**config.mk**
```make
export PLATFORM = sky130hd
export DESIGN_NAME = fetch_stage
export DESIGN_NICKNAME = d
export VERILOG_FILES = /design/src/core_pkg.sv /design/src/fetch_stage.sv
export VERILOG_INCLUDE_DIRS = /design/src /design/src/include
export SDC_FILE = /design/constraint.sdc
export NUM_CORES = 2
export LEC_CHECK = 0
export BUFFER_PORTS_ARGS = -buffer_cell sky130_fd_sc_hd__buf_2
export CELL_PAD_IN_SITES_DETAIL_PLACEMENT = 1
export CELL_PAD_IN_SITES_GLOBAL_PLACEMENT = 1
export CORE_ASPECT_RATIO = 1.75
export CORE_MARGIN = 5
export CORE_UTILIZATION = 50
export CTS_CLUSTER_SIZE = 20
export DETAILED_ROUTE_END_ITERATION = 6
export MAX_ROUTING_LAYER = met4
export PLACE_DENSITY_LB_ADDON = 0.1
export SYNTH_ARGS = -nofsm -noshare
export SYNTH_HDL_FRONTEND = slang
export SYNTH_SLANG_ARGS = --single-unit
```
**constraint.sdc**
```tcl
create_clock -name clk -period 7.5 [get_ports clk]
set_input_delay 0 -clock clk [delete_from_list [all_inputs] [get_ports clk]]
set_output_delay 0 -clock clk [all_outputs]
set_load 0.03 [all_outputs]
```
**src/include/core_config.svh**
```systemverilog
// Core sizing macros, included by every RTL file and testbench file that needs widths or depths
`ifndef CORE_CONFIG_SVH
`define CORE_CONFIG_SVH

// Data path and instruction word width
`define CORE_DATA_W 16

// Architectural registers, r0 reads as zero
`define CORE_NUM_REGS 16

// Word depths of the instruction and data memories
`define CORE_IMEM_DEPTH 256
`define CORE_DMEM_DEPTH 256

`endif

```
**src/core_pkg.sv**
```systemverilog
// Instruction word type and opcode and branch condition encodings shared by the core stages
`default_nettype none

package core_pkg;

	// One fetched word, viewed either as register format or immediate format
	typedef union packed {
		struct packed {
			logic [3:0] opcode;
			logic [3:0] rd;
			logic [3:0] rs;
			logic [3:0] rt;
		} r_view;
		struct packed {
			logic [3:0] opcode;
			logic [3:0] rd_or_cond;
			logic [7:0] imm8;
		} i_view;
	} instr_t;

	localparam logic [3:0] OP_ADD  = 4'h0;
	localparam logic [3:0] OP_SUB  = 4'h1;
	localparam logic [3:0] OP_AND  = 4'h2;
	localparam logic [3:0] OP_NOR  = 4'h3;
	localparam logic [3:0] OP_SLL  = 4'h4;
	localparam logic [3:0] OP_SRL  = 4'h5;
	localparam logic [3:0] OP_LW   = 4'h8;
	localparam logic [3:0] OP_SW   = 4'h9;
	localparam logic [3:0] OP_LHB  = 4'hA;
	localparam logic [3:0] OP_LLB  = 4'hB;
	localparam logic [3:0] OP_B    = 4'hC;
	localparam logic [3:0] OP_HALT = 4'hF;

	// Branch conditions sit in the low two bits of rd_or_cond
	localparam logic [1:0] COND_EQ     = 2'd0;
	localparam logic [1:0] COND_NE     = 2'd1;
	localparam logic [1:0] COND_LT     = 2'd2;
	localparam logic [1:0] COND_ALWAYS = 2'd3;

endpackage

`default_nettype wire

```
**src/fetch_stage.sv**
```systemverilog
// Instruction fetch with a boot-loaded instruction memory, feeding the IF/ID register to decode
`default_nettype none
`include "core_config.svh"

module fetch_stage (
	input  wire                      clk,
	input  wire                      rst,
	input  wire                      boot_we,
	input  wire [7:0]                boot_addr,
	input  wire core_pkg::instr_t    boot_data,
	input  wire                      stall_load_use,
	input  wire                      redirect,
	input  wire [`CORE_DATA_W-1:0]   redirect_pc,
	input  wire                      halt,
	output core_pkg::instr_t         if_instr,
	output logic [`CORE_DATA_W-1:0]  if_pc
);
	import core_pkg::*;

	localparam int IMEM_AW = $clog2(`CORE_IMEM_DEPTH);

	instr_t                  imem [`CORE_IMEM_DEPTH];
	instr_t                  fetched;
	logic [`CORE_DATA_W-1:0] pc;

	assign fetched = imem[pc[IMEM_AW-1:0]];   // Word addressed, low bits only

	// Program load happens only while reset is held
	always_ff @(posedge clk) begin
		if (rst && boot_we) begin
			imem[boot_addr] <= boot_data;
		end
	end

	always_ff @(posedge clk) begin
		if (rst) begin
			pc <= '0;
		end else if (!halt) begin   // Frozen once halted
			if (redirect) begin
				pc <= redirect_pc;
			end else if (!stall_load_use) begin
				pc <= pc + 1'b1;
			end
		end
	end

	// IF/ID slot
	always_ff @(posedge clk) begin
		if (rst || redirect || halt) begin
			if_instr <= '0;   // ADD to r0 never writes, so it acts as a bubble
			if_pc    <= '0;
		end else if (!stall_load_use) begin
			if_instr <= fetched;
			if_pc    <= pc;
		end
	end

	// The boot port is driven by the environment and must stay quiet after reset
	assert property (@(posedge clk) boot_we |-> rst)
		else $error("boot write while the core is running");

endmodule

`default_nettype wire

```
==> impl_metrics.ini <==
[critical_path]
timing_worst_setup_path_type = register to register
worst_ep_arrival_time_ns = 6.32
critPathCaptureType = register
cp-start-kind = register
crit_fanout = 35
crit_required_ns = 8.36

[pwr]
power_switching_uw = 10600
swShare = 0.220
clockPowerShare = 0.408
p_comb_frac = 0.063
p_leak_uw = 0.0558
power_density_mw_per_mm2 = 267
irDropWorstVdd_uv = 261
pwr-share-seq = 0.529
intPower_uw = 37700

[synthesis]
synth_edf_count = 4096
synth_cells = 7257
syn_avg_cell_area_um2 = 22.0
synth_top_family_by_area = multiplexers
synth-seq-cells = 4144
syn-cell-area_mm2 = 0.160
ys.flop_type = edfxtp_1
syn_nets = 7304
synthAdderAreaFrac = 0.0000783
synthMuxAreaShare = 0.164
synth.distinct_cells = 72
synth_compound_area_frac = 0.0254
synth-simple-area-share = 0.0193
yosys_warnings = 0
ys_seq_area_frac = 0.775
synth_xor_area_frac = 0
async_reset_ff_frac = 0

[floorplan]
fp.dieW_um = 437
die_h_um = 758
std_cell_rows = 274
pin_count = 78
die_area_mm2 = 0.332
core_area_mm2 = 0.318
initial_utilization = 0.502

[cells_and_area]
fin_nets = 7843
area_delta_synth_final_pct = 12.8
final_cell_mix = 4,096 x edfxtp_1, 1,000 x mux4_2, 403 x buf_4
layout-drive-gt1-share = 0.277
mostFrequentLayoutCell = edfxtp_1
fin_util = 0.566

[placement]
dpl.hpwl_um = 304000
port_buffers = 77
place.gp.congestion = 0.887

[routing]
num_vias = 80800
drt_iter0_drc = 9950
via_per_inst = 6.59
drc = 0
wire_per_inst_um = 40.3
ant_nets = 0
drt-pass1-iter-count = 6
drt_wl_total_um = 495000

[sta]
rsz0062_at_grt = no
tns_ns = 0
maxSlewHeadroom = -0.0547
skew_ns = 0.0315
fmax_ghz = 0.183
slew_violations = 51
setup_viol = 0
finalHoldViolCount = 0
tightest_slew_ns = 1.57
min_period_ns = 5.45
fin_crit_sh = 0.727

[grt]
met3_usage = 0.0472
grt_overflow_total = 0
gr-usage-met2 = 0.510
grt_max_degree = 180
grt.busiest_layer = met2
antenna_found_initial = 35
grt_pass1_vias = 83800
grt_usage = 0.307
grt_pass1_wl_um = 687000
met1_usage = 0.381

[run_status]
violations = capacitance limit, slew limit
status = complete, but fails checks

[cts]
clockRootBuffer = clkbuf_16
cts_buffers = 375
clock_sinks = 4144
clk_pin_slew_ns = 0.07
clock_path_buffers = 4
cts.repair.resized = 0
clk_latency_ns = 0.94
htree_levels = 5
cts_tree = done

[worst_hold_path]
hp-class = input port to register

[job]
cap_viol_max_count = 1
[final timing paths]
path	depth (start not counted)	endpoint	slack [ns]	startpoint
setup / recovery	12	pc[6]	2.05	pc[3]
hold / removal	4	imem[197][3]	0.09	boot_addr[6]
setup reg to reg	12	pc[6]	2.05	pc[3]
hold reg to reg	2	if_pc[3]	0.49	if_pc[3]
[power by group through the flow]
stage	Sequential [uW]	Clock (uW)	Combinational, uW
final	25500	19700	3040
after global routing	25500	21000	3140
after CTS	25500	20000	3050
after detailed placement	26000	0	3010
after global placement	26000	0	2950
after floorplan	26000	0	1660
[state kept, by name, summed over array words and instances, names as in the netlist]
name / cells
if_pc: 16
pc: 16
if_instr: 16
imem: 4096
[cells in the mapped netlist, drive strengths merged (25+ instances only)]
cell type,number,share of area
a211oi,41,0.0019
a21oi,113,0.0035
a221oi,49,0.0027
a22oi,83,0.0039
a31oi,25,0.00098
buf,272,0.012
clkbuf,155,0.0036
dfxtp,48,0.0060
edfxtp,4096,0.77
mux2i,346,0.022
mux4,1000,0.14
nand2,140,0.0033
nand3,61,0.0019
nor2,371,0.0087
nor2b,36,0.0014
o21ai,99,0.0031
o22ai,50,0.0020
[cell type report]
type                    count  area, um^2
fillers                 26500      138000
flip-flops and latches   4144      124000
multi-input cells        2673       33900
clock buffers             448        9930
well taps                4140        5180
repair buffers            589        4880
clock inverters           233        2420
diodes                     28        70.1
inverters                  13        66.3
[worst max-delay path, cell delays in order, from the launching register on]
cell and delay (ns):
dfxtp_4 0.90, buf_4 0.55, and2_4 0.57, buf_12 0.42
nand2_1 0.44, nor4_1 0.37, a21oi_1 0.09, dlygate4sd3_1 0.60
nor2_1 0.10, a21oi_1 0.05, dlygate4sd3_1 0.58, nor2_1 0.08
dlygate4sd3_1 0.54
[per-layer routing]
metal | vias to the layer above | share of wire
li1 | 31700 | -
met1 | 44400 | 0.36
met3 | 880 | 0.074
met4 | 0 | 0.050
met2 | 3829 | 0.51
met5 | - | 0
[logic make-up after synthesis]
kind of cell,after synthesis
mux,1369
fa+ha+maj,1
compound gates,595
buf+inv,440
flops,4144
simple gates,708
[through the flow]
stage,hold slack [ns],cells,setup WS (ns),cell area (um^2),total power (uW)
after floorplan,0.0989,7257,4.85,160000,27600
after global placement,0.358,11500,0.844,167000,29000
after detailed placement,0.373,11500,2.25,167000,29000
after CTS,0.00635,12200,2.17,180000,48500
after global routing,0.0557,12300,2.03,180000,49700
final,0.0869,12300,2.05,180000,48200
[what timing repair did]
item,4_1_cts,5_1_grt
hold endpoints to repair,1536,0
setup buffers,0,0
hold buffers,81,0
(Power assumes the default switching activity.)
