--- config.mk ---
export PLATFORM = sky130hd
export DESIGN_NAME = memory_stage
export DESIGN_NICKNAME = d
export VERILOG_FILES = /design/src/memory_stage.sv
export VERILOG_INCLUDE_DIRS = /design/src /design/src/include
export SDC_FILE = /design/constraint.sdc
export NUM_CORES = 2
export LEC_CHECK = 0
export BUFFER_PORTS_ARGS = -buffer_cell sky130_fd_sc_hd__buf_4
export CORE_ASPECT_RATIO = 0.8
export CORE_MARGIN = 2
export CORE_UTILIZATION = 57
export CTS_CLUSTER_DIAMETER = 60
export CTS_CLUSTER_SIZE = 28
export DETAILED_ROUTE_END_ITERATION = 16
export PLACE_DENSITY = 0.77
export SLEW_MARGIN = 40
export SYNTH_ARGS = -nofsm -noshare
export SYNTH_HDL_FRONTEND = slang
export SYNTH_SLANG_ARGS = --single-unit
--- constraint.sdc ---
create_clock -name clk -period 3.7 [get_ports clk]
set_input_delay 0.185 -clock clk [delete_from_list [all_inputs] [get_ports clk]]
set_output_delay 0.185 -clock clk [all_outputs]
set_load 0.02 [all_outputs]
--- src/include/core_config.svh ---
// Core sizing macros, included by every RTL file and testbench file that needs widths or depths
`ifndef CORE_CONFIG_SVH
`define CORE_CONFIG_SVH

// Data path and instruction word width
`define CORE_DATA_W 16

// Architectural registers, r0 reads as zero
`define CORE_NUM_REGS 16

// Word depths of the instruction and data memories
`define CORE_IMEM_DEPTH 256
`define CORE_DMEM_DEPTH 256

`endif

--- src/memory_stage.sv ---
// Memory stage with the data memory, result select, sticky halt and the MEM/WB writeback register
`default_nettype none
`include "core_config.svh"

module memory_stage (
	input  wire                      clk,
	input  wire                      rst,
	input  wire [`CORE_DATA_W-1:0]   ex_result,
	input  wire [`CORE_DATA_W-1:0]   ex_store_val,
	input  wire [3:0]                ex_rd,
	input  wire                      ex_mem_read,
	input  wire                      ex_mem_write,
	input  wire                      ex_reg_write,
	input  wire                      ex_halt,
	output logic                     wb_en,
	output logic [3:0]               wb_reg,
	output logic [`CORE_DATA_W-1:0]  wb_data,
	output logic                     halt
);
	localparam int DMEM_AW = $clog2(`CORE_DMEM_DEPTH);

	logic [`CORE_DATA_W-1:0] dmem [`CORE_DMEM_DEPTH];
	logic [DMEM_AW-1:0]      addr;
	logic [`CORE_DATA_W-1:0] load_data;
	logic [`CORE_DATA_W-1:0] result;

	assign addr      = ex_result[DMEM_AW-1:0];
	assign load_data = dmem[addr];   // Asynchronous read
	assign result    = ex_mem_read ? load_data : ex_result;

	// Younger stores behind a HALT must not land
	always_ff @(posedge clk) begin
		if (ex_mem_write && !halt) begin
			dmem[addr] <= ex_store_val;
		end
	end

	always_ff @(posedge clk) begin
		if (rst) begin
			wb_en <= 1'b0;
			halt  <= 1'b0;
		end else begin
			wb_en <= ex_reg_write && !halt;
			halt  <= halt || ex_halt;   // Sticky until reset
		end
	end

	always_ff @(posedge clk) begin
		wb_reg  <= ex_rd;
		wb_data <= result;
	end

endmodule

`default_nettype wire

==> out/qor.yml <==
result_of_the_run: "finished, final reports clean"
ys.warnings.count: 0
power.share.combinational_pct: 6.5
postSynthNetCount: 6966
max_freq_mhz: 281.7
clock_transition_at_the_registers_of_the_reported_paths_ps: 110
layout.core_utilization_pct: 63.05
dp.cells: 10930
synth_largest_area_cell: "sky130_fd_sc_hd__edfxtp_1"
critPathKind: "reg -> reg"
relative_slew_slack_pct: 31.29
worstHoldPathType: "in -> reg"
number_of_antenna_violations_at_the_first_check_in_global_routing: 20
synthFlopType: "sky130_fd_sc_hd__edfxtp_1"
cp_data_arrival_time_ps: 4380
ios: 64
power.switching_fraction_pct: 22.05
synth.top_cells.by_area: "sky130_fd_sc_hd__edfxtp_1 78%, sky130_fd_sc_hd__mux4_2 15%, sky130_fd_sc_hd__mux2i_1 1.3%"
worst_hold_path.num_cells: 4
r2r_setup_slack_ps: 150
synth_cells: 6924
fin_skew_ps: 74.82
internal_power_mw: 64.40
tritoncts: "built"
report.final.setup_viol: 0
drt_pass_1_iters: 8
place.detailed.hpwl_um: 265900
timing_hold_violations_final: 0
post-place-ws_ps: -61.14
period_share_pct: 95.94
timing_max_transition_violations_final: 0
postLayoutSetupSlackWorst_ps: 150.4
first_global_vias: 77600
worstHoldStart: "ex_result[4]"
timing.critical_path.required_ps: 4530
yosysSeqAreaShare_pct: 77.84
globalRouteMet3Util_pct: 10.73
post_synthesis_cell_area_um2: 158600
worst-path-max-fanout: 1
power_per_cell_area_nw_per_um2: 472.5
grt.overflow.total: 0
grt_setup_unrepaired: "false"
endpoint_with_the_worst_hold_slack: "wb_data[0]"
global_route.usage.met2_pct: 45.00
top_usage_layer: "met2"
coreArea_um2: 277300
cts-buffers-inserted: 197
max-vdd-ir-drop_v: 0.0004359
rr_startpoint: "dmem[49][1]"
synthesis.area_per_instance_um2: 22.90
timing.critical_path.to_type: "register"
placementRows: 173
via_per_inst: 7.069
cts.htree.levels: 4
postPlaceCellArea_um2: 167800
worstSetupStartpointType: "register"
drive_gt1_share_pct: 28.93
avgRoutedWirePerCell_um: 38.18
largest_register_ff_count: 4096
finished_layout_cell_area_um2: 174800
p_clk_share_pct: 31.4
worstMarginPinSlew_ps: 1020
synth-edff-count: 4096
gpl.final_weighted_congestion: 1.016
period_needed_ps: 3550
synth.ff_latch_count: 4118
power_frac_seq_pct: 62.1
initial_utilization_pct: 57.19
port-buffer-count: 63
drc: 0
clk_latency_ps: 950
cts_root_buffer: "sky130_fd_sc_hd__clkbuf_16"
grtUsageMet1_pct: 42.62
clock_tree.buffer_depth: 4
grt_start_max_net_pins: 136
postSynth.asyncResetShare_pct: 0
setup_tns_ps: 0
rr_endpoint: "wb_data[1]"
layout-area-overhead-vs-synth_pct: 10.26
fin_nets: 7548
clock_sinks: 4118
total_switching_power_mw: 18.22
fin_cells: 11310
worst_case_reg_to_reg_path_depth: 7
first_pass_grt_wire_length_um: 603000
synth.top_cell.area_share_pct: 77.57
final_antenna_net_count: 0
number_of_drc_markers_in_iteration_0: 15230
fp.dieH_um: 475.8
startpoint: "dmem[49][1]"
vias: 79960
dieArea_um2: 282500
synth.lib_cells_used.distinct: 73
post_cts_resize_count: 0
total_wire_length_um: 431900
total_leakage_power_nw: 54.41
timing.max_cap.violations: 0
die_w_um: 593.7
globalRouteTotalUtil_pct: 30.61
==> power by group through the flow <==
stage | Combinational, mW | Sequential, mW | Clock, mW
CTS | 5.17 | 51.3 | 26.1
global route | 5.47 | 51.3 | 27.5
global placement | 4.93 | 52.4 | 0
floorplan | 2.50 | 52.4 | 0
detailed placement | 5.08 | 52.4 | 0
finish | 5.34 | 51.3 | 25.9
==> worst max-delay path by stage <==
stage,end,slack [ps]
CTS,wb_data[13],220
global route,wb_data[13],90
floorplan,dmem[176][0],460
detailed placement,wb_data[0],-60
global placement,wb_data[12],-220
finish,wb_data[1],150
==> kinds of logic after synthesis <==
family                 synth area share [%]
flip-flops                            77.84
multiplexers                          16.83
AND/OR/NAND/NOR                       1.808
AO/OA/AOI/OAI                         1.898
buffers and inverters                 1.620
==> cell usage after synthesis (all sizes together) (16+ instances only) <==
cell,number
edfxtp,4096
mux4,1079
nor2,322
buf,268
mux2i,206
nand2,168
clkbuf,131
a22oi,107
nand3,64
a21oi,56
o21ai,48
mux2,29
a31oi,23
nor2b,23
a221oi,22
dfxtp,22
a22o,21
o22ai,19
a211oi,18
and3,17
o211ai,17
nor3,16
==> through the flow <==
step / hold slack, ps / power [mW]
after detailed placement: 290.9 / 57.48
after global routing: 66.94 / 84.27
after floorplan: 212.7 / 54.89
after global placement: 289.4 / 57.33
after CTS: 5.956 / 82.56
final: 87.98 / 82.62
==> cell type report <==
class	instances	area, µm²
Clock inverter	97	1234
Tap cell	3675	4598
Fill cell	17430	102400
Multi-Input combinational cell	2396	32820
Antenna cell	7	17.52
Inverter	11	53.80
Sequential cell	4118	123400
Timing Repair Buffer	782	7536
Clock buffer	226	5142
==> metal layers <==
layer,share of wire [%],wire (µm)
met1,34,147600
met2,44,191500
met3,17,71550
met4,4.8,20790
met5,0.10,440
==> cell usage in the layout (no fill, tap or decap), types with 22 or more instances in the layout <==
cell | Yosys | layout
sky130_fd_sc_hd__mux2i_1 | 206 | 206
sky130_fd_sc_hd__a31oi_1 | 23 | 23
sky130_fd_sc_hd__edfxtp_1 | 4096 | 4096
sky130_fd_sc_hd__nand3_1 | 64 | 64
sky130_fd_sc_hd__nor2_2 | 0 | 47
sky130_fd_sc_hd__a221oi_1 | 22 | 22
sky130_fd_sc_hd__nand2_1 | 168 | 160
sky130_fd_sc_hd__clkbuf_16 | 0 | 201
sky130_fd_sc_hd__buf_4 | 46 | 607
sky130_fd_sc_hd__mux2_2 | 29 | 29
sky130_fd_sc_hd__clkbuf_1 | 131 | 22
sky130_fd_sc_hd__buf_12 | 6 | 95
sky130_fd_sc_hd__nor2_1 | 322 | 268
sky130_fd_sc_hd__mux4_2 | 1079 | 1079
sky130_fd_sc_hd__a21oi_1 | 56 | 55
sky130_fd_sc_hd__o21ai_0 | 47 | 45
sky130_fd_sc_hd__dlygate4sd3_1 | 0 | 50
sky130_fd_sc_hd__a22oi_1 | 107 | 107
sky130_fd_sc_hd__dfxtp_1 | 22 | 22
==> timing repair <==
item,CTS,global route
hold buffers,49,1
setup endpoints to repair,0,0
buffers inserted,0,0
hold endpoints to repair,915,48
==> worst max-delay path: stages (launching register included) <==
cell and delay [ps]:
sky130_fd_sc_hd__edfxtp_1 380, sky130_fd_sc_hd__mux4_2 510, sky130_fd_sc_hd__mux4_2 480, sky130_fd_sc_hd__nor2b_1 230, sky130_fd_sc_hd__a21oi_1 640, sky130_fd_sc_hd__nand4_1 250
sky130_fd_sc_hd__o32a_1 380, sky130_fd_sc_hd__dlygate4sd3_1 560
No activity file was read; power rests on OpenSTA's default activity.
