$ cat src/include/core_config.svh
// Core sizing macros, included by every RTL file and testbench file that needs widths or depths
`ifndef CORE_CONFIG_SVH
`define CORE_CONFIG_SVH

// Data path and instruction word width
`define CORE_DATA_W 16

// Architectural registers, r0 reads as zero
`define CORE_NUM_REGS 16

// Word depths of the instruction and data memories
`define CORE_IMEM_DEPTH 256
`define CORE_DMEM_DEPTH 256

`endif

$ cat src/core_pkg.sv
// Instruction word type and opcode and branch condition encodings shared by the core stages
`default_nettype none

package core_pkg;

	// One fetched word, viewed either as register format or immediate format
	typedef union packed {
		struct packed {
			logic [3:0] opcode;
			logic [3:0] rd;
			logic [3:0] rs;
			logic [3:0] rt;
		} r_view;
		struct packed {
			logic [3:0] opcode;
			logic [3:0] rd_or_cond;
			logic [7:0] imm8;
		} i_view;
	} instr_t;

	localparam logic [3:0] OP_ADD  = 4'h0;
	localparam logic [3:0] OP_SUB  = 4'h1;
	localparam logic [3:0] OP_AND  = 4'h2;
	localparam logic [3:0] OP_NOR  = 4'h3;
	localparam logic [3:0] OP_SLL  = 4'h4;
	localparam logic [3:0] OP_SRL  = 4'h5;
	localparam logic [3:0] OP_LW   = 4'h8;
	localparam logic [3:0] OP_SW   = 4'h9;
	localparam logic [3:0] OP_LHB  = 4'hA;
	localparam logic [3:0] OP_LLB  = 4'hB;
	localparam logic [3:0] OP_B    = 4'hC;
	localparam logic [3:0] OP_HALT = 4'hF;

	// Branch conditions sit in the low two bits of rd_or_cond
	localparam logic [1:0] COND_EQ     = 2'd0;
	localparam logic [1:0] COND_NE     = 2'd1;
	localparam logic [1:0] COND_LT     = 2'd2;
	localparam logic [1:0] COND_ALWAYS = 2'd3;

endpackage

`default_nettype wire

$ cat src/execute_stage.sv
// Execute stage with operand forwarding, ALU, flags and branch resolution, feeding EX/MEM
`default_nettype none
`include "core_config.svh"

module execute_stage (
	input  wire                      clk,
	input  wire                      rst,
	input  wire [`CORE_DATA_W-1:0]   id_pc,
	input  wire [`CORE_DATA_W-1:0]   id_rs_val,
	input  wire [`CORE_DATA_W-1:0]   id_rt_val,
	input  wire [3:0]                id_rs,
	input  wire [3:0]                id_rt,
	input  wire [3:0]                id_rd,
	input  wire [`CORE_DATA_W-1:0]   id_imm,
	input  wire [3:0]                id_alu_op,
	input  wire                      id_mem_read,
	input  wire                      id_mem_write,
	input  wire                      id_reg_write,
	input  wire                      id_branch,
	input  wire [1:0]                id_cond,
	input  wire                      id_halt,
	input  wire                      wb_en,
	input  wire [3:0]                wb_reg,
	input  wire [`CORE_DATA_W-1:0]   wb_data,
	output logic                     redirect,
	output logic [`CORE_DATA_W-1:0]  redirect_pc,
	output logic [`CORE_DATA_W-1:0]  ex_result,
	output logic [`CORE_DATA_W-1:0]  ex_store_val,
	output logic [3:0]               ex_rd,
	output logic                     ex_mem_read,
	output logic                     ex_mem_write,
	output logic                     ex_reg_write,
	output logic                     ex_halt
);
	import core_pkg::*;

	logic [`CORE_DATA_W-1:0] op_a;
	logic [`CORE_DATA_W-1:0] op_b;
	logic [`CORE_DATA_W-1:0] alu_out;
	logic                    flag_z;
	logic                    flag_n;
	logic                    cond_met;

	// EX/MEM wins over writeback, a load in EX/MEM has no data yet
	assign op_a = (ex_reg_write && !ex_mem_read && ex_rd == id_rs) ? ex_result :
		(wb_en && wb_reg == id_rs) ? wb_data : id_rs_val;
	assign op_b = (ex_reg_write && !ex_mem_read && ex_rd == id_rt) ? ex_result :
		(wb_en && wb_reg == id_rt) ? wb_data : id_rt_val;

	always_comb begin
		case (id_alu_op)
			OP_ADD:        alu_out = op_a + op_b;
			OP_SUB:        alu_out = op_a - op_b;
			OP_AND:        alu_out = op_a & op_b;
			OP_NOR:        alu_out = ~(op_a | op_b);
			OP_SLL:        alu_out = op_a << id_imm[3:0];
			OP_SRL:        alu_out = op_a >> id_imm[3:0];
			OP_LW, OP_SW:  alu_out = op_a + id_imm;   // Word address
			OP_LLB:        alu_out = id_imm;
			OP_LHB:        alu_out = {id_imm[7:0], op_b[7:0]};
			default:       alu_out = '0;
		endcase
	end

	// Opcodes 0 to 5 are the ALU group that sets the flags
	always_ff @(posedge clk) begin
		if (rst) begin
			flag_z <= 1'b0;
			flag_n <= 1'b0;
		end else if (id_reg_write && !id_alu_op[3]) begin
			flag_z <= (alu_out == '0);
			flag_n <= alu_out[`CORE_DATA_W-1];
		end
	end

	always_comb begin
		case (id_cond)
			COND_EQ:     cond_met = flag_z;
			COND_NE:     cond_met = !flag_z;
			COND_LT:     cond_met = flag_n;
			COND_ALWAYS: cond_met = 1'b1;
			default:     cond_met = 1'b0;
		endcase
	end

	assign redirect    = id_branch && cond_met;
	assign redirect_pc = id_pc + 1'b1 + id_imm;

	always_ff @(posedge clk) begin
		if (rst) begin
			ex_mem_read  <= 1'b0;
			ex_mem_write <= 1'b0;
			ex_reg_write <= 1'b0;
			ex_halt      <= 1'b0;
		end else begin
			ex_mem_read  <= id_mem_read;
			ex_mem_write <= id_mem_write;
			ex_reg_write <= id_reg_write;
			ex_halt      <= id_halt;
		end
	end

	always_ff @(posedge clk) begin
		ex_result    <= alu_out;
		ex_store_val <= op_b;
		ex_rd        <= id_rd;
	end

	// A redirecting slot is never a stalling load, and decode squashes the slot behind it
	assert property (@(posedge clk) disable iff (rst)
		redirect |-> !id_mem_read ##1
		!(id_reg_write || id_mem_read || id_mem_write || id_branch || id_halt))
		else $error("redirect overlapped a load-use stall or leaked a slot");

endmodule

`default_nettype wire

$ cat config.mk
export PLATFORM = sky130hd
export DESIGN_NAME = execute_stage
export DESIGN_NICKNAME = d
export VERILOG_FILES = /design/src/core_pkg.sv /design/src/execute_stage.sv
export VERILOG_INCLUDE_DIRS = /design/src /design/src/include
export SDC_FILE = /design/constraint.sdc
export NUM_CORES = 1
export LEC_CHECK = 0
export BUFFER_PORTS_ARGS = -buffer_cell sky130_fd_sc_hd__buf_4
export CAP_MARGIN = 10
export CORE_MARGIN = 2
export CORE_UTILIZATION = 50
export CTS_BUF_LIST = sky130_fd_sc_hd__clkbuf_8
export CTS_CLUSTER_SIZE = 30
export DETAILED_ROUTE_END_ITERATION = 16
export HOLD_SLACK_MARGIN = 0.1
export PLACE_DENSITY = 0.77
export SYNTH_ARGS = -nofsm -noshare
export SYNTH_HDL_FRONTEND = slang
export SYNTH_SLANG_ARGS = --single-unit
$ cat constraint.sdc
create_clock -name clk -period 6.35 [get_ports clk]
set_input_delay 0 -clock clk [delete_from_list [all_inputs] [get_ports clk]]
set_output_delay 0 -clock clk [all_outputs]
set_load 0.05 [all_outputs]
==> qor.yml <==
worst_setup_path:
  path_max_fanout: 19
  timing.critical_path.arrival_ns: 6.10
  crit_path_cell_trace: "xnor2_1 -> nand3_1 -> buf_4 -> or2_2 -> a31oi_1 -> o21ai_0 -> and3_1 -> a221o_1 -> ha_1 -> a21o_1 -> or3_1 -> a32oi_1 -> o311ai_0 -> a311oi_1 -> o21ai_1 -> a2111o_1 -> a2111o_1 -> nor4_2 -> nand4bb_1 -> o41ai_2"
  cpMostUsedCell: "sky130_fd_sc_hd__a2111o_1"
  cpPeakStageDelay_ns: 0.58
  crit_path_end_kind: "register"
  cp_slowest_cell: "sky130_fd_sc_hd__a31oi_1"
  path_buf_inv: 1
  timing.critical_path.max_delay_family: "compound AO/OA/AOI/OAI gates"
  critPathLaunchType: "register"
  cp_data_required_time_ns: 6.60
  critPathKind: "register to register"
clock_network:
  postCtsSetupBuffers: 0
  clk_transition_reported_paths_ns: 0.10
  clock_sinks: 42
  h_tree_levels: 2
  cts_tree: "built"
  post_cts_resized: 0
  cts.hold.buffers_added: 16
  max-clock-path-buffers: 2
  cts_buf_count: 5
  clock_tree.root_cell: "sky130_fd_sc_hd__clkbuf_8"
  clk-insertion-delay-late_ns: 0.34
sta:
  timing_worst_slew_pin_value_ns: 1.28
  fin_hold_ws_ns: 0.151
  finalMaxSlewViolations: 0
  finalHoldViolations: 0
  fraction_of_the_cycle_the_final_worst_path_needs: 0.922
  rsz0062_at_grt: "false"
  worst_slew_margin_rel: 0.141
  tns_ns: 0
  finalClockSkew_ns: 0.0174
  maximum_clock_frequency_mhz: 171
  report.final.setup_viol: 0
  finalWorstPathRequiredPeriod_ns: 5.85
final_layout:
  flow.area_growth_from_synthesis_pct: 27.2
  fin_util: 0.653
  diodes: 0
  num-fill-cells: 1118
  share_of_cells_above_drive_strength_1: 0.237
  final_nets: 1147
power:
  p_per_area_mw_per_mm2: 181
  p_leak_nw: 3.16
  ir_drop_uv: 125
logic_synthesis:
  seq_area_frac_synth: 0.136
  synthArstFlopShare: 0
  ys_warn_count: 0
  synth_seq_cells: 42
  mappedNetlistNets: 983
  dominantRegCellSynth: "sky130_fd_sc_hd__dfxtp_1"
  area_of_the_mapped_netlist_mm2: 0.00617
  synth_edf_count: 0
  syn_inst: 840
  synth.lib_cells_used.distinct: 78
  synthesis.area_per_instance_um2: 7.34
die:
  die_area_mm2: 0.0132
  design.core.area_mm2: 0.0120
  chipHeight_um: 115
  fp.dieW_um: 115
  initial_standard_cell_utilization_of_the_core: 0.514
  io_pins: 167
  fp-row-count: 40
routing:
  route.detailed.wl_per_inst_um: 25.5
  postRouteAntennaNets: 0
  vias: 8337
  drtPass1Iterations: 7
  post-route-drc-count: 0
  initialDrtViolationCount: 1368
  detail_route.vias_per_cell: 7.24
  drt_wl_total_um: 29400
grt:
  grt_util_met1: 0.578
  number_of_antenna_violations_at_the_first_check_in_global_routing: 0
  grtUsageTotal: 0.435
  global_route_wire_length_before_repair_um: 43500
  grt.met2_usage: 0.623
  top_usage_layer: "met2"
  pin_count_of_the_biggest_net_entering_global_routing: 46
  gr-usage-met3: 0.140
  first_global_vias: 7481
  grt_remaining_overflow: 0
min_path:
  holdCritPathClass: "input port to register"
placement:
  io_buffers: 166
  globalplace.congestion: 1.14
  detailed_place_hpwl_um: 22100
flow_run:
  cap_viol_max_count: 0
status:
  run_status: "finished, final reports clean"
-- worst reg2reg max path, cell delays in order (launching register included) --
cell                        delay, ns
sky130_fd_sc_hd__dfxtp_1         0.40
sky130_fd_sc_hd__xnor2_1         0.13
sky130_fd_sc_hd__nand3_1         0.10
sky130_fd_sc_hd__buf_4           0.20
sky130_fd_sc_hd__or2_2           0.45
sky130_fd_sc_hd__a31oi_1         0.58
sky130_fd_sc_hd__o21ai_0         0.17
sky130_fd_sc_hd__and3_1          0.22
sky130_fd_sc_hd__a221o_1         0.26
sky130_fd_sc_hd__ha_1            0.35
sky130_fd_sc_hd__a21o_1          0.22
sky130_fd_sc_hd__or3_1           0.36
sky130_fd_sc_hd__a32oi_1         0.29
sky130_fd_sc_hd__o311ai_0        0.21
sky130_fd_sc_hd__a311oi_1        0.30
sky130_fd_sc_hd__o21ai_1         0.14
sky130_fd_sc_hd__a2111o_1        0.40
sky130_fd_sc_hd__a2111o_1        0.42
sky130_fd_sc_hd__nor4_2          0.22
sky130_fd_sc_hd__nand4bb_1       0.15
sky130_fd_sc_hd__o41ai_2         0.20
-- cell usage in the layout (no fill, tap or decap), drive strengths merged, types with 8 or more instances in the layout --
cell | Yosys | layout
nand2b | 9 | 9
a21oi | 37 | 37
o21ai | 50 | 50
buf | 14 | 194
o22ai | 9 | 9
a211oi | 15 | 15
nand3 | 38 | 38
a21o | 12 | 12
nor2b | 13 | 13
nand4 | 19 | 19
xnor2 | 32 | 32
nor4 | 14 | 14
dlygate4sd3 | 0 | 16
ha | 31 | 31
o211ai | 13 | 13
a311oi | 19 | 19
o31ai | 27 | 27
mux2i | 19 | 19
and3 | 12 | 12
o221ai | 8 | 8
dfxtp | 42 | 42
xor2 | 15 | 15
nand2 | 65 | 65
nor2 | 41 | 41
a22oi | 18 | 18
or3 | 12 | 12
nor3 | 57 | 57
a31oi | 29 | 29
inv | 24 | 25
-- stage by stage --
stage	worst slack, ns	std cells	power [mW]	cell area (µm²)
after floorplan	0.879	840	0.882	6170
after global placement	0.904	1127	1.19	7590
after detailed placement	0.672	1127	1.18	7590
after CTS	0.657	1151	1.38	7840
after global routing	0.244	1152	1.47	7850
final	0.498	1152	1.42	7850
-- final timing paths --
path / start / to / slack, ns / depth (start not counted)
worst min register to register: flag_z / flag_z / 0.54 / 2
worst max register to register: ex_rd[1] / flag_z / 0.50 / 20
worst max-delay path: ex_rd[1] / flag_z / 0.50 / 20
worst min-delay path: id_rt_val[2] / ex_store_val[2] / 0.15 / 3
-- cells by family (layout without fill, tap and decap cells) --
logic type,after synthesis,in the layout,share of synthesized area
AO/OA/AOI/OAI,313,313,0.372
AND/OR/NAND/NOR,301,301,0.251
buffers and inverters,79,244,0.0513
XOR/XNOR,47,47,0.0667
flip-flops,42,42,0.136
adder cells (fa/ha/maj),33,33,0.0694
multiplexers,25,25,0.0529
-- state kept, by name, summed over array words and instances, names as in the netlist --
signal        flops
ex_halt           1
ex_mem_read       1
ex_mem_write      1
ex_rd             4
ex_reg_write      1
ex_result        16
ex_store_val     16
flag_n            1
flag_z            1
-- cell usage after synthesis (5+ instances only) --
cell                        n  area (µm²)
sky130_fd_sc_hd__a31oi_2    7        87.6
sky130_fd_sc_hd__or3_1     12        75.1
sky130_fd_sc_hd__o311ai_0   6        52.6
sky130_fd_sc_hd__mux4_2     5         113
sky130_fd_sc_hd__a31oi_1   22         138
sky130_fd_sc_hd__a31o_2     7        61.3
sky130_fd_sc_hd__ha_1      31         388
sky130_fd_sc_hd__xnor2_1   32         280
sky130_fd_sc_hd__o21ai_0   44         220
sky130_fd_sc_hd__and3_1    12        75.1
sky130_fd_sc_hd__nor2_1    41         154
sky130_fd_sc_hd__o211ai_1  13        97.6
sky130_fd_sc_hd__inv_1     24        90.1
sky130_fd_sc_hd__o31ai_1   26         195
sky130_fd_sc_hd__a2111o_1   5        56.3
sky130_fd_sc_hd__buf_2     10        50.1
sky130_fd_sc_hd__a211oi_1  15         113
sky130_fd_sc_hd__nand2b_1   9        56.3
sky130_fd_sc_hd__xor2_1    15         131
sky130_fd_sc_hd__nand4_1   19         119
sky130_fd_sc_hd__clkbuf_1  39         146
sky130_fd_sc_hd__o22ai_1    9        56.3
sky130_fd_sc_hd__a21o_1    12        90.1
sky130_fd_sc_hd__o221ai_1   7        61.3
sky130_fd_sc_hd__mux2i_1   18         180
sky130_fd_sc_hd__a311oi_1  19         166
sky130_fd_sc_hd__a32oi_1    7        61.3
sky130_fd_sc_hd__nand2_1   65         244
sky130_fd_sc_hd__o21bai_1   5        37.5
sky130_fd_sc_hd__nor4_1    12        75.1
sky130_fd_sc_hd__a22oi_1   18         135
sky130_fd_sc_hd__a21oi_1   37         185
sky130_fd_sc_hd__nand3_1   37         185
sky130_fd_sc_hd__nor3_1    56         280
sky130_fd_sc_hd__a221oi_1   6        52.6
sky130_fd_sc_hd__nor2b_1   13        81.3
sky130_fd_sc_hd__o21ai_1    6        30.0
sky130_fd_sc_hd__dfxtp_1   42         841
-- report_power, final --
group          switching [mW]  internal [mW]  total (mW)
sequential             0.0398          0.294       0.333
clock                   0.118         0.0778       0.196
combinational           0.583          0.310       0.894
-- routing by layer --
layer,part of all wire,routed length [µm],vias up
li1,-,-,3674
met1,0.38,11100,3774
met2,0.40,11900,736
met3,0.15,4450,153
met4,0.066,1960,0
met5,0,0,-
-- layout make-up --
type	count	area [µm²]	area share
timing repair buffer	210	1610	0.206
tap	147	184	0.0234
multi-input combinational	719	5020	0.640
clock inverter	3	18.8	0.00239
clock buffer	5	68.8	0.00877
sequential	42	841	0.107
inverter	26	97.6	0.0124
Note: power is estimated with default switching activity, not from simulation.
