===== src/include/core_config.svh =====
// Core sizing macros, included by every RTL file and testbench file that needs widths or depths
`ifndef CORE_CONFIG_SVH
`define CORE_CONFIG_SVH

// Data path and instruction word width
`define CORE_DATA_W 16

// Architectural registers, r0 reads as zero
`define CORE_NUM_REGS 16

// Word depths of the instruction and data memories
`define CORE_IMEM_DEPTH 256
`define CORE_DMEM_DEPTH 256

`endif


===== src/core_pkg.sv =====
// Instruction word type and opcode and branch condition encodings shared by the core stages
`default_nettype none

package core_pkg;

	// One fetched word, viewed either as register format or immediate format
	typedef union packed {
		struct packed {
			logic [3:0] opcode;
			logic [3:0] rd;
			logic [3:0] rs;
			logic [3:0] rt;
		} r_view;
		struct packed {
			logic [3:0] opcode;
			logic [3:0] rd_or_cond;
			logic [7:0] imm8;
		} i_view;
	} instr_t;

	localparam logic [3:0] OP_ADD  = 4'h0;
	localparam logic [3:0] OP_SUB  = 4'h1;
	localparam logic [3:0] OP_AND  = 4'h2;
	localparam logic [3:0] OP_NOR  = 4'h3;
	localparam logic [3:0] OP_SLL  = 4'h4;
	localparam logic [3:0] OP_SRL  = 4'h5;
	localparam logic [3:0] OP_LW   = 4'h8;
	localparam logic [3:0] OP_SW   = 4'h9;
	localparam logic [3:0] OP_LHB  = 4'hA;
	localparam logic [3:0] OP_LLB  = 4'hB;
	localparam logic [3:0] OP_B    = 4'hC;
	localparam logic [3:0] OP_HALT = 4'hF;

	// Branch conditions sit in the low two bits of rd_or_cond
	localparam logic [1:0] COND_EQ     = 2'd0;
	localparam logic [1:0] COND_NE     = 2'd1;
	localparam logic [1:0] COND_LT     = 2'd2;
	localparam logic [1:0] COND_ALWAYS = 2'd3;

endpackage

`default_nettype wire


===== src/decode_stage.sv =====
// Decode stage with the register file, control decode and load-use stall, feeding the ID/EX slot
`default_nettype none
`include "core_config.svh"

module decode_stage (
	input  wire                      clk,
	input  wire                      rst,
	input  wire core_pkg::instr_t    if_instr,
	input  wire [`CORE_DATA_W-1:0]   if_pc,
	input  wire                      redirect,
	input  wire                      wb_en,
	input  wire [3:0]                wb_reg,
	input  wire [`CORE_DATA_W-1:0]   wb_data,
	output logic                     stall_load_use,
	output logic [`CORE_DATA_W-1:0]  id_pc,
	output logic [`CORE_DATA_W-1:0]  id_rs_val,
	output logic [`CORE_DATA_W-1:0]  id_rt_val,
	output logic [3:0]               id_rs,
	output logic [3:0]               id_rt,
	output logic [3:0]               id_rd,
	output logic [`CORE_DATA_W-1:0]  id_imm,
	output logic [3:0]               id_alu_op,
	output logic                     id_mem_read,
	output logic                     id_mem_write,
	output logic                     id_reg_write,
	output logic                     id_branch,
	output logic [1:0]               id_cond,
	output logic                     id_halt
);
	import core_pkg::*;

	logic [`CORE_DATA_W-1:0] regs [`CORE_NUM_REGS];
	logic [3:0]              rs_addr;
	logic [3:0]              rt_addr;
	logic [3:0]              rd_addr;
	logic [3:0]              alu_op;
	logic [`CORE_DATA_W-1:0] rs_val;
	logic [`CORE_DATA_W-1:0] rt_val;
	logic [`CORE_DATA_W-1:0] imm;
	logic                    reg_write;
	logic                    mem_read;
	logic                    mem_write;
	logic                    branch;
	logic                    halt_op;

	always_ff @(posedge clk) begin
		if (wb_en) begin
			regs[wb_reg] <= wb_data;
		end
	end

	// Write-before-read bypass from the writeback bus
	assign rs_val = (rs_addr == '0) ? '0 :
		(wb_en && wb_reg == rs_addr) ? wb_data : regs[rs_addr];
	assign rt_val = (rt_addr == '0) ? '0 :
		(wb_en && wb_reg == rt_addr) ? wb_data : regs[rt_addr];

	always_comb begin
		rs_addr   = '0;   // Unread ports stay on r0 so they never match a hazard
		rt_addr   = '0;
		rd_addr   = if_instr.r_view.rd;
		alu_op    = if_instr.r_view.opcode;
		reg_write = 1'b0;
		mem_read  = 1'b0;
		mem_write = 1'b0;
		branch    = 1'b0;
		halt_op   = 1'b0;
		imm       = {{(`CORE_DATA_W-4){if_instr.r_view.rt[3]}}, if_instr.r_view.rt};
		case (if_instr.r_view.opcode)
			OP_ADD, OP_SUB, OP_AND, OP_NOR: begin
				rs_addr   = if_instr.r_view.rs;
				rt_addr   = if_instr.r_view.rt;
				reg_write = 1'b1;
			end
			OP_SLL, OP_SRL, OP_LW: begin   // rt field is a shift amount or offset
				rs_addr   = if_instr.r_view.rs;
				reg_write = 1'b1;
				mem_read  = (if_instr.r_view.opcode == OP_LW);
			end
			OP_SW: begin   // Store data comes from rd
				rs_addr   = if_instr.r_view.rs;
				rt_addr   = if_instr.r_view.rd;
				mem_write = 1'b1;
			end
			OP_LLB, OP_LHB, OP_B: begin
				rd_addr   = if_instr.i_view.rd_or_cond;
				imm       = {{(`CORE_DATA_W-8){if_instr.i_view.imm8[7]}}, if_instr.i_view.imm8};
				reg_write = (if_instr.i_view.opcode != OP_B);
				branch    = (if_instr.i_view.opcode == OP_B);
				if (if_instr.i_view.opcode == OP_LHB) begin
					rt_addr = if_instr.i_view.rd_or_cond;   // Low byte is kept
				end
			end
			OP_HALT: halt_op = 1'b1;
			default: ;
		endcase
		if (rd_addr == '0) begin
			reg_write = 1'b0;
		end
	end

	// A load in ID/EX always has a nonzero destination here
	assign stall_load_use = id_mem_read && id_reg_write &&
		(id_rd == rs_addr || id_rd == rt_addr);

	always_ff @(posedge clk) begin
		if (rst || stall_load_use || redirect) begin
			id_mem_read  <= 1'b0;
			id_mem_write <= 1'b0;
			id_reg_write <= 1'b0;
			id_branch    <= 1'b0;
			id_halt      <= 1'b0;
		end else begin
			id_mem_read  <= mem_read;
			id_mem_write <= mem_write;
			id_reg_write <= reg_write;
			id_branch    <= branch;
			id_halt      <= halt_op;
		end
	end

	always_ff @(posedge clk) begin
		id_pc     <= if_pc;
		id_rs_val <= rs_val;
		id_rt_val <= rt_val;
		id_rs     <= rs_addr;
		id_rt     <= rt_addr;
		id_rd     <= rd_addr;
		id_imm    <= imm;
		id_alu_op <= alu_op;
		id_cond   <= if_instr.i_view.rd_or_cond[1:0];
	end

	// Writeback comes from the memory stage, r0 must stay zero
	assert property (@(posedge clk) disable iff (rst) wb_en |-> wb_reg != '0)
		else $error("writeback to r0");

endmodule

`default_nettype wire


===== config.mk =====
export PLATFORM = sky130hd
export DESIGN_NAME = decode_stage
export DESIGN_NICKNAME = d
export VERILOG_FILES = /design/src/core_pkg.sv /design/src/decode_stage.sv
export VERILOG_INCLUDE_DIRS = /design/src /design/src/include
export SDC_FILE = /design/constraint.sdc
export NUM_CORES = 1
export LEC_CHECK = 0
export ABC_AREA = 1
export BUFFER_PORTS_ARGS = -buffer_cell sky130_fd_sc_hd__buf_2
export CAP_MARGIN = 40
export CELL_PAD_IN_SITES_DETAIL_PLACEMENT = 1
export CELL_PAD_IN_SITES_GLOBAL_PLACEMENT = 2
export CORE_MARGIN = 8
export CORE_UTILIZATION = 36
export DETAILED_ROUTE_END_ITERATION = 10
export GPL_TIMING_DRIVEN = 0
export PLACE_DENSITY_LB_ADDON = 0.1
export SLEW_MARGIN = 20
export SYNTH_ARGS = -nofsm -noshare
export SYNTH_HDL_FRONTEND = slang
export SYNTH_SLANG_ARGS = --single-unit

===== constraint.sdc =====
create_clock -name clk -period 2.3 [get_ports clk]
set_clock_uncertainty 0.2 [all_clocks]
set_input_delay 0.46 -clock clk [delete_from_list [all_inputs] [get_ports clk]]
set_output_delay 0.46 -clock clk [all_outputs]
set_load 0.02 [all_outputs]

==> metrics, run 1 <==
most common cell after layout, fill and taps aside nand2_1; Placed Cells incl. Taps ~2700; RR Endpoint id_rt_val[9]; Int Power between 10 and 15 mW; setup TNS -0.1550 ns; failing checks negative setup slack; Synth Area in Adders 0%; Power Dens Cells 798.1 nW/um^2; Final Core Density between 40 and 50%; CP Launch Type input port; ANT cells 0; WHS Endpoint id_branch; Hold Startpoint if_instr[12]; DRC 0; Critical Path AT 1.79 ns; register area share after synthesis 57.01%; Initial Util 36.53%; final setup margin -0.1516 ns; mux cell area share after synthesis 0%; worst reg2reg path depth 8; Synth Area in Simple Gates ~28%; XOR/XNOR Fraction of Synth Area 0.2705%; Gate power share about 16%; DIE WIDTH approximately 230 microns; Remaining Overflow, GRT 0; IO Port Bufs between 100 and 150; fin. max-slew vios 0; H-tree Lvls 2; max cap viols 0; DR vias/cell around 5.4; Layout Nets 2241; power share of the clock group about two fifths; pin count of the biggest net entering global routing 19; P_sw around 4.7 mW; clock latency on the worst-skew pair around 0.58 ns; layout cells sized above 1 about a fifth; vias in the first global route 15060; Fin. Hold Viols 0; largest family of logic cells by synthesized area simple AND/OR/NAND/NOR gates; drt wl/cell approximately 27 microns; initial antenna violation count 2; CP max FO 4; Finish-stage setup viols 2; fin cells 2810; Via Count about 15000; DRT iter0 DRCs around 1800; dpl hpwl roughly 54000 microns; WHS Path Cells 4; die height roughly 230 microns; clk root buf clkbuf_16; FF-to-FF Start regs[12][9]; Worst-path clk slew about 0.06 ns; syn_area_per_cell 8.414 sq um; die area roughly 52000 sq um; Syn. warnings 0; post-synth net total 1980; Sw Ratio around 29%; Tightest Pin Transition between 0.8 and 0.9 ns; status finished with violations; Static Leak around 9.1 nW; most frequent cells in the layout 445 x nand2_1, 380 x nand3_1, 256 x edfxtp_1, 229 x inv_1, 177 x nor2_1; Core Rows just under 80; clock tree buffer depth 3; RSZ-0062 raised after global routing true; Yosys top cell by area edfxtp_1; Reg power frac 41.7%; Compound-Gate Fraction of Synth Area just over 5%; ranking of synthesized cells by area edfxtp_1 47%, nand3_1 12%, nand2_1 11%, dfxtp_1 9.5%, inv_1 5.3%; Setup crit end kind output port; CTS tree done; Design Area, Final approximately 20000 sq um; VDD IR max 609.5 uV; flop2flop setup slack 0.54 ns; P&R area growth vs syn 25.74%; first-pass GRT wire length 107700 microns; total CTS buffers 41; Synth cell types 27; post-route ant nets 0; register bit count reported by yosys roughly 330; DP Worst Slack -1.101 ns; CORE AREA ~44000 sq um; Crit Path Class in2out; Worst Path Required between 1.5 and 2 ns; Cell Area, Synth roughly 16000 sq um; fmax approximately 0.41 GHz; IO Pins 144; clk sinks 333; Relative slew margins approximately 43%; period utilization 106.6%; Post-DP Area about 18000 sq um; worst hold path class in2reg; Yosys top cell area share a little under half; GR Util All Layers 28.25%; Final GP Congestion ~0.94; Post-Syn Instances 1924; routed wire length 75260 microns; fin crit period between 2 and 2.5 ns; DRT Pass-1 Iters 5
## metal layers
layer	up-vias	global-route usage, %	wire length (microns)
li1	6827	-	-
met1	7500	38.71	32710
met2	611	44.59	34030
met3	116	4.877	5718
met4	0	10.07	2801
met5	-	0	0
## critical path, stage by stage
cell and delay (ns):
buf_12 0.12, clkinv_8 0.04, nand2_4 0.04, nor2_4 0.20, nand3_4 0.17, buf_12 0.16, nand3_2 0.05, nand2_2 0.05
a21oi_2 0.09, nand2_1 0.07, nand2_1 0.09, nand2_1 0.07, inv_1 0.07, buf_6 0.11
## metrics by stage
step | power (mW) | hold WS [ns]
2_1_floorplan | 8.158 | 0.2877
3_3_place_gp | 9.249 | 0.3619
3_5_place_dp | 9.314 | 0.3639
4_1_cts | 16.27 | -0.1902
5_1_grt | 16.74 | 0.01222
6_report | 16.25 | 0.002790
## worst max-delay path by stage
stage / start / to / slack (ns)
after floorplan: if_instr[14] / stall_load_use / 0.06
after global placement: if_instr[15] / id_rt_val[10] / -1.14
after global routing: if_instr[14] / stall_load_use / -0.27
after CTS: if_instr[14] / stall_load_use / -0.17
after detailed placement: if_instr[15] / id_rt_val[9] / -1.10
final: if_instr[14] / stall_load_use / -0.15
## final cells by class
class	count	area (sq um)
Multi-Input combinational cell	1229	5693
Clock buffer	54	1191
Fill cell	5237	23960
Inverter	237	909.6
Tap cell	592	740.7
Clock inverter	22	224.0
Sequential cell	333	9229
Timing Repair Buffer	219	1555
Buffer	124	814.5
## synthesized netlist by cell type
library cell	count
nand2_1	463
nand3_1	392
edfxtp_1	256
inv_1	230
nor2_1	200
o21ai_0	92
dfxtp_1	77
buf_2	51
clkbuf_1	39
o211ai_1	28
a21oi_1	25
buf_4	23
buf_1	11
or2_2	7
inv_2	6
xor2_1	5
nand2_2	4
o21ai_1	4
nor2_2	2
nor2_4	2
clkbuf_2	1
clkinv_1	1
nand3_2	1
nand4_1	1
nor3_1	1
o22ai_1	1
o41ai_1	1
## logic make-up after synthesis
logic type                after synthesis
and+or+nand+nor                      1073
buffers and inverters                 362
DFF                                   333
AOI/OAI and AO/OA                     151
xor gates and xnor gates                5
## what timing repair did
item,4_1_cts,5_1_grt
buffers inserted,15,5
hold buffers,33,1
resized for setup,104,56
pin swaps,14,10
setup endpoints to repair,33,32
hold endpoints to repair,36,1
## power by group through the flow
stage | Clock (mW) | Sequential, mW | Combinational (mW)
floorplan | 0 | 7.08 | 1.08
global placement | 0 | 6.90 | 2.35
detailed placement | 0 | 6.91 | 2.41
CTS | 6.92 | 6.78 | 2.57
global route | 7.13 | 6.80 | 2.81
finish | 6.83 | 6.78 | 2.63
## sequential cells by signal, indices dropped and copies added, names as in the netlist, 3 cells and up
register	count
id_rt	4
id_imm	8
id_rt_val	16
id_rs_val	16
regs	256
id_pc	16
id_rs	4
id_alu_op	4
id_rd	3
Power figures use the tool's default switching activity.
==> run 2: changes to the inputs <==
- CORE_MARGIN: 8 -> 5
==> run 2 against run 1 <==
The run still ends with negative setup slack left. Flip-flop and latch count unchanged. Sequential share of layout area increased by 0.16 points. Die area decreased by 5.2%. Clock-buffer cell count increased by 7. Register-to-register slack about the same. Routed wire length increased by 0.20%. Clock power about the same. Cell area decreased by 0.34%. Worst hold slack improved by 0.013 ns. Global-route usage increased by 1.3 points. Power decreased by 0.29%. Critical path type unchanged. Largest power group unchanged.
==> metrics, run 2 (synthesis results as in run 1) <==
Worst Path Required 1.64 ns (about the same); Hold Startpoint if_instr[13]; period utilization 105.7% (-0.92 points); post-route ant nets 0 (unchanged); clock latency on the worst-skew pair 0.57 ns (about the same); Static Leak 9.114 nW (-0.38%); Relative slew margins 41.25% (-1.8 points); max reg flops 256 (unchanged); die height 222.1 microns (-2.6%); Total Power 16.20 mW (-0.29%); Remaining Overflow, GRT 0 (unchanged); DRC 0 (unchanged); worst hold path class in2reg; clk root buf clkbuf_16; fin. max-slew vios 0 (unchanged); final setup margin -0.1305 ns (+0.02109 ns); CP max FO 9 (+5); IO Pins 144 (unchanged); dpl hpwl 53950 microns (-0.32%); most frequent cells in the layout 444 x nand2_1, 381 x nand3_1, 256 x edfxtp_1, 228 x inv_1; Fin. Hold Viols 0 (unchanged); WHS Endpoint id_branch; Final GP Congestion 0.9504 (+0.92%); register bank with the most flops regs; ANT cells 0 (unchanged); DRT iter0 DRCs 1475 (-16%); IO Port Bufs 142 (unchanged); flop2flop setup slack 0.55 ns (about the same); Power Dens Cells 798.5 nW/um^2 (about the same); first-pass GRT wire length 106600 microns (-1.0%); Finish-stage setup viols 2 (unchanged); Tightest Pin Transition 0.8813 ns (+0.02731 ns); pin count of the biggest net entering global routing 19 (unchanged); routed wire length 75410 microns (+0.20%); CTS tree done; total CTS buffers 41 (unchanged); P&R area growth vs syn 25.31%; clk sinks 333 (unchanged); multi-input logic area 5703 sq um (+0.18%); Crit Path Class in2out; initial antenna violation count 3 (+1); VDD IR max 671.9 uV (+10%); most common cell after layout, fill and taps aside nand2_1; GR Util All Layers 29.59% (+1.3 points); Worst-path clk slew 0.06 ns (about the same); die area 49310 sq um (-5.2%); RR Endpoint id_rt_val[5]; status finished with violations; vias in the first global route 15470 (+2.7%); DR vias/cell 5.445 (+1.6%); Critical Path AT 1.77 ns (-0.02 ns); Reg area 9229 sq um (unchanged); Via Count 15270 (+1.4%); fin crit period 2.430 ns (-0.02109 ns); max cap viols 0 (unchanged); WHS Path Cells 4 (unchanged); layout cells sized above 1 19.30% (-0.27 points); H-tree Lvls 2 (unchanged); fmax 0.4114 GHz (+0.87%); Initial Util 36.53% (unchanged); DRT Pass-1 Iters 5 (unchanged); clock tree buffer depth 3 (unchanged); Layout Nets 2236 (-0.22%); worst reg2reg path depth 8 (unchanged); # fillers 5222 (-0.29%); Post-DP Area 17950 sq um (-0.13%); DIE WIDTH 222.1 microns (-2.6%); Setup crit end kind output port; RSZ-0062 raised after global routing true; drt wl/cell 26.88 microns (+0.38%); FF-to-FF Start regs[12][5]; Design Area, Final 20290 sq um (-0.34%); CP Launch Type input port; Core Rows 77 (unchanged); CORE AREA 44320 sq um (unchanged); failing checks negative setup slack
-- run 2: final cells by class --
cell class,instances,share of cell area [%]
Clock buffer,61,6.519
Tap cell,592,3.651
Sequential cell,333,45.49
Timing Repair Buffer,215,7.352
Inverter,237,4.471
Clock inverter,15,0.5304
Multi-Input combinational cell,1229,28.11
Buffer,123,3.873
-- run 2: where the power goes --
| group | internal, mW | switching [mW] |
|---|---|---|
| sequential | 6.71 | 0.0733 |
| combinational | 0.746 | 1.87 |
| clock | 4.11 | 2.69 |
| total | 11.6 | 4.63 |
-- run 2: worst max-delay path by stage --
stage / to / cells after the start / start / slack [ns]
3_5_place_dp: id_rt_val[10] / 12 / if_instr[15] / -1.15
5_1_grt: stall_load_use / 14 / if_instr[14] / -0.21
3_3_place_gp: id_rt_val[10] / 12 / if_instr[15] / -1.17
2_1_floorplan: stall_load_use / 12 / if_instr[14] / 0.06
6_report: stall_load_use / 13 / if_instr[12] / -0.13
4_1_cts: stall_load_use / 13 / if_instr[15] / -0.21
-- run 2: worst max-delay path: stages --
cell and delay, ns:
buf_4 0.14, nor2_4 0.15, nor2_4 0.09, nand3_4 0.08
nand2_4 0.07, inv_4 0.16, nand2_1 0.09, a21oi_2 0.14
nand2_1 0.08, nand2_2 0.08, nand2_2 0.07, inv_2 0.05
buf_6 0.10
-- run 2: metrics by stage --
stage	hold WS, ns	TNS [ns]	cells	worst slack (ns)	util, %
2_1_floorplan	0.2877	0	1924	0.06357	-
3_3_place_gp	0.3621	-189.82	2658	-1.168	39.81
3_5_place_dp	0.3644	-32.45	2680	-1.154	40.50
4_1_cts	0.01145	-0.2129	2804	-0.2129	45.43
5_1_grt	0.03447	-0.2331	2805	-0.2131	45.78
6_report	0.01619	-0.1330	2805	-0.1305	45.78
-- run 2: per-layer routing --
layer,global-route usage [%],share of wire [%]
met1,40.03,42
met2,47.37,45
met3,5.455,8.4
met4,11.49,4.1
met5,0,0.027
-- run 2: repair_timing --
action / in CTS / in global routing
hold buffers: 33 / 0
pin swaps: 15 / 9
gates resized for setup: 92 / 60
setup endpoints to repair: 33 / 30
setup buffers: 15 / 3
endpoints found under the hold margin: 36 / 0
==> run 3: changes to the inputs <==
- CORE_UTILIZATION: 36 -> 38
- CTS_BUF_LIST: unset -> sky130_fd_sc_hd__clkbuf_8
==> run 3 against run 2 <==
The flow finishes with violations (negative hold slack, negative setup slack). Clock-buffer cell count is 13 higher. Largest cell class unchanged. Critical endpoint unchanged. Critical path depth is 2 higher. Via count is 0.41% higher. Die area is 5.0% lower. Highest routed layer unchanged.
==> metrics, run 3 (synthesis results as in run 1) <==
RSZ-0062 raised after global routing true; die height 216.4 microns (-2.5%); first-pass GRT wire length 105700 microns (-0.79%); Relative slew margins 41.34% (+0.095 points); CP max FO 5 (-4); Critical Path AT 1.81 ns (+0.04 ns); max cap viols 0 (unchanged); Worst Path Required 1.64 ns (about the same); DR vias/cell 5.467 (+0.41%); dpl hpwl 53250 microns (-1.3%); Hold Slack -0.2434 ns (-0.2596 ns); fmax 0.4056 GHz (-1.4%); failing checks negative hold slack, negative setup slack; clk root buf clkbuf_8; pin count of the biggest net entering global routing 19 (unchanged); Layout Nets 2272 (+1.6%); fin crit period 2.466 ns (+0.03507 ns); Via Count 15340 (+0.41%); P&R area growth vs syn 25.10%; H-tree Lvls 2 (unchanged); CORE AREA 42040 sq um (-5.1%); CP Launch Type input port; Design Area, Final 20250 sq um (-0.17%); Remaining Overflow, GRT 0 (unchanged); Total Power 15.54 mW (-4.0%); clock tree buffer depth 3 (unchanged); CTS tree done; Setup crit end kind output port; Static Leak 9.214 nW (+1.1%); Fin. Hold Viols 1 (+1); register bank with the most flops regs; Power Dens Cells 767.5 nW/um^2 (-3.9%); status finished with violations; routed wire length 74240 microns (-1.6%); DP Worst Slack -1.084 ns (+0.06919 ns); fin. max-slew vios 0 (unchanged); setup TNS -0.2494 ns (-0.1163 ns); GR Util All Layers 30.91% (+1.3 points); initial antenna violation count 2 (-1); Final GP Congestion 0.9871 (+3.9%); drt wl/cell 26.47 microns (-1.6%); clock latency on the worst-skew pair 0.67 ns (+0.10 ns); Finish-stage setup viols 4 (+2); fin cells 2805 (unchanged); post-route ant nets 0 (unchanged); VDD IR max 534.9 uV (-20%); DIE WIDTH 216.4 microns (-2.5%); flop2flop setup slack 0.25 ns (-0.30 ns); DRT iter0 DRCs 1676 (+14%); DRT Pass-1 Iters 5 (unchanged); ANT cells 0 (unchanged); IO Port Bufs 142 (unchanged); clk sinks 333 (unchanged); Worst-path clk slew 0.06 ns (about the same); final setup margin -0.1655 ns (-0.03507 ns); vias in the first global route 15450 (-0.091%); Post-DP Area 17900 sq um (-0.29%); Placed Cells incl. Taps 2627 (-2.0%); Core Rows 75 (-2.6%); Crit Path Class in2out; Hold-fix buffers, CTS 42 (+27%); layout cells sized above 1 20.08% (+0.78 points); total CTS buffers 60 (+46%); Final Core Density 48.18% (+2.4 points); worst hold path class in2reg; max reg flops 256 (unchanged); DRC 0 (unchanged); die area 46830 sq um (-5.0%); Initial Util 38.51% (+2.0 points); most common cell after layout, fill and taps aside nand2_1; IO Pins 144 (unchanged); most frequent cells in the layout 446 x nand2_1, 385 x nand3_1, 256 x edfxtp_1, 245 x inv_1, 178 x buf_2; Tightest Pin Transition 0.8799 ns (-0.001428 ns); period utilization 107.2% (+1.5 points)
==> run 3: cell count changes in the layout (fill, tap and decap cells not counted), sizes merged <==
| cell | before | now |
|---|---|---|
| inv | 238 | 252 |
| clkinv | 13 | 17 |
| buf | 259 | 268 |
| clkbuf | 107 | 119 |
| bufinv | 1 | 5 |
| dlygate4sd3 | 33 | 42 |
| clkinvlp | 0 | 1 |
==> run 3: path summary, 6_finish.rpt <==
kind,endpoint,cells after the start,start
setup / recovery,stall_load_use,15,if_instr[14]
hold / removal,id_alu_op[3],1,if_instr[15]
setup reg to reg,id_mem_write,10,id_cond[0]
hold reg to reg,id_rt_val[0],6,regs[15][0]
==> run 3: cell type report <==
cell class                      count  area, sq um
Buffer                            123        749.5
Clock buffer                       74         1018
Clock inverter                     38        291.5
Fill cell                        4994        21790
Inverter                          237        914.6
Multi-Input combinational cell   1229         5700
Sequential cell                   333         9233
Tap cell                          539        674.4
Timing Repair Buffer              232         1672
==> run 3: what timing repair did <==
| item | 4_1_cts | 5_1_grt |
|---|---|---|
| hold endpoints to repair | 37 | 1 |
| pin swaps | 11 | 12 |
| endpoints found under the setup margin | 30 | 35 |
| buffers inserted | 14 | 10 |
| gates resized for setup | 73 | 80 |
==> run 3: metal layers <==
layer,GRT usage (%),share of wire (%),vias to the layer above
met5,0,0.019,-
met4,12.36,4.2,4
met3,7.731,8.9,137
met2,47.99,44,717
met1,41.76,43,7572
li1,-,-,6905
==> run 3: worst max-delay path: stages <==
cell     delay (ns)
buf_12         0.11
inv_6          0.05
nand2_4        0.05
nor2_4         0.12
buf_6          0.14
nand3_4        0.11
nand2_8        0.12
buf_12         0.11
nand2_4        0.04
a21oi_2        0.11
nand2_1        0.07
nand2_2        0.08
nand2_2        0.06
inv_2          0.06
buf_6          0.11
==> run 3: report_power, final <==
| group | switching [mW] | internal [mW] |
|---|---|---|
| clock network | 2.69 | 3.46 |
| logic | 1.85 | 0.756 |
| registers | 0.0753 | 6.71 |
| total | 4.62 | 10.9 |
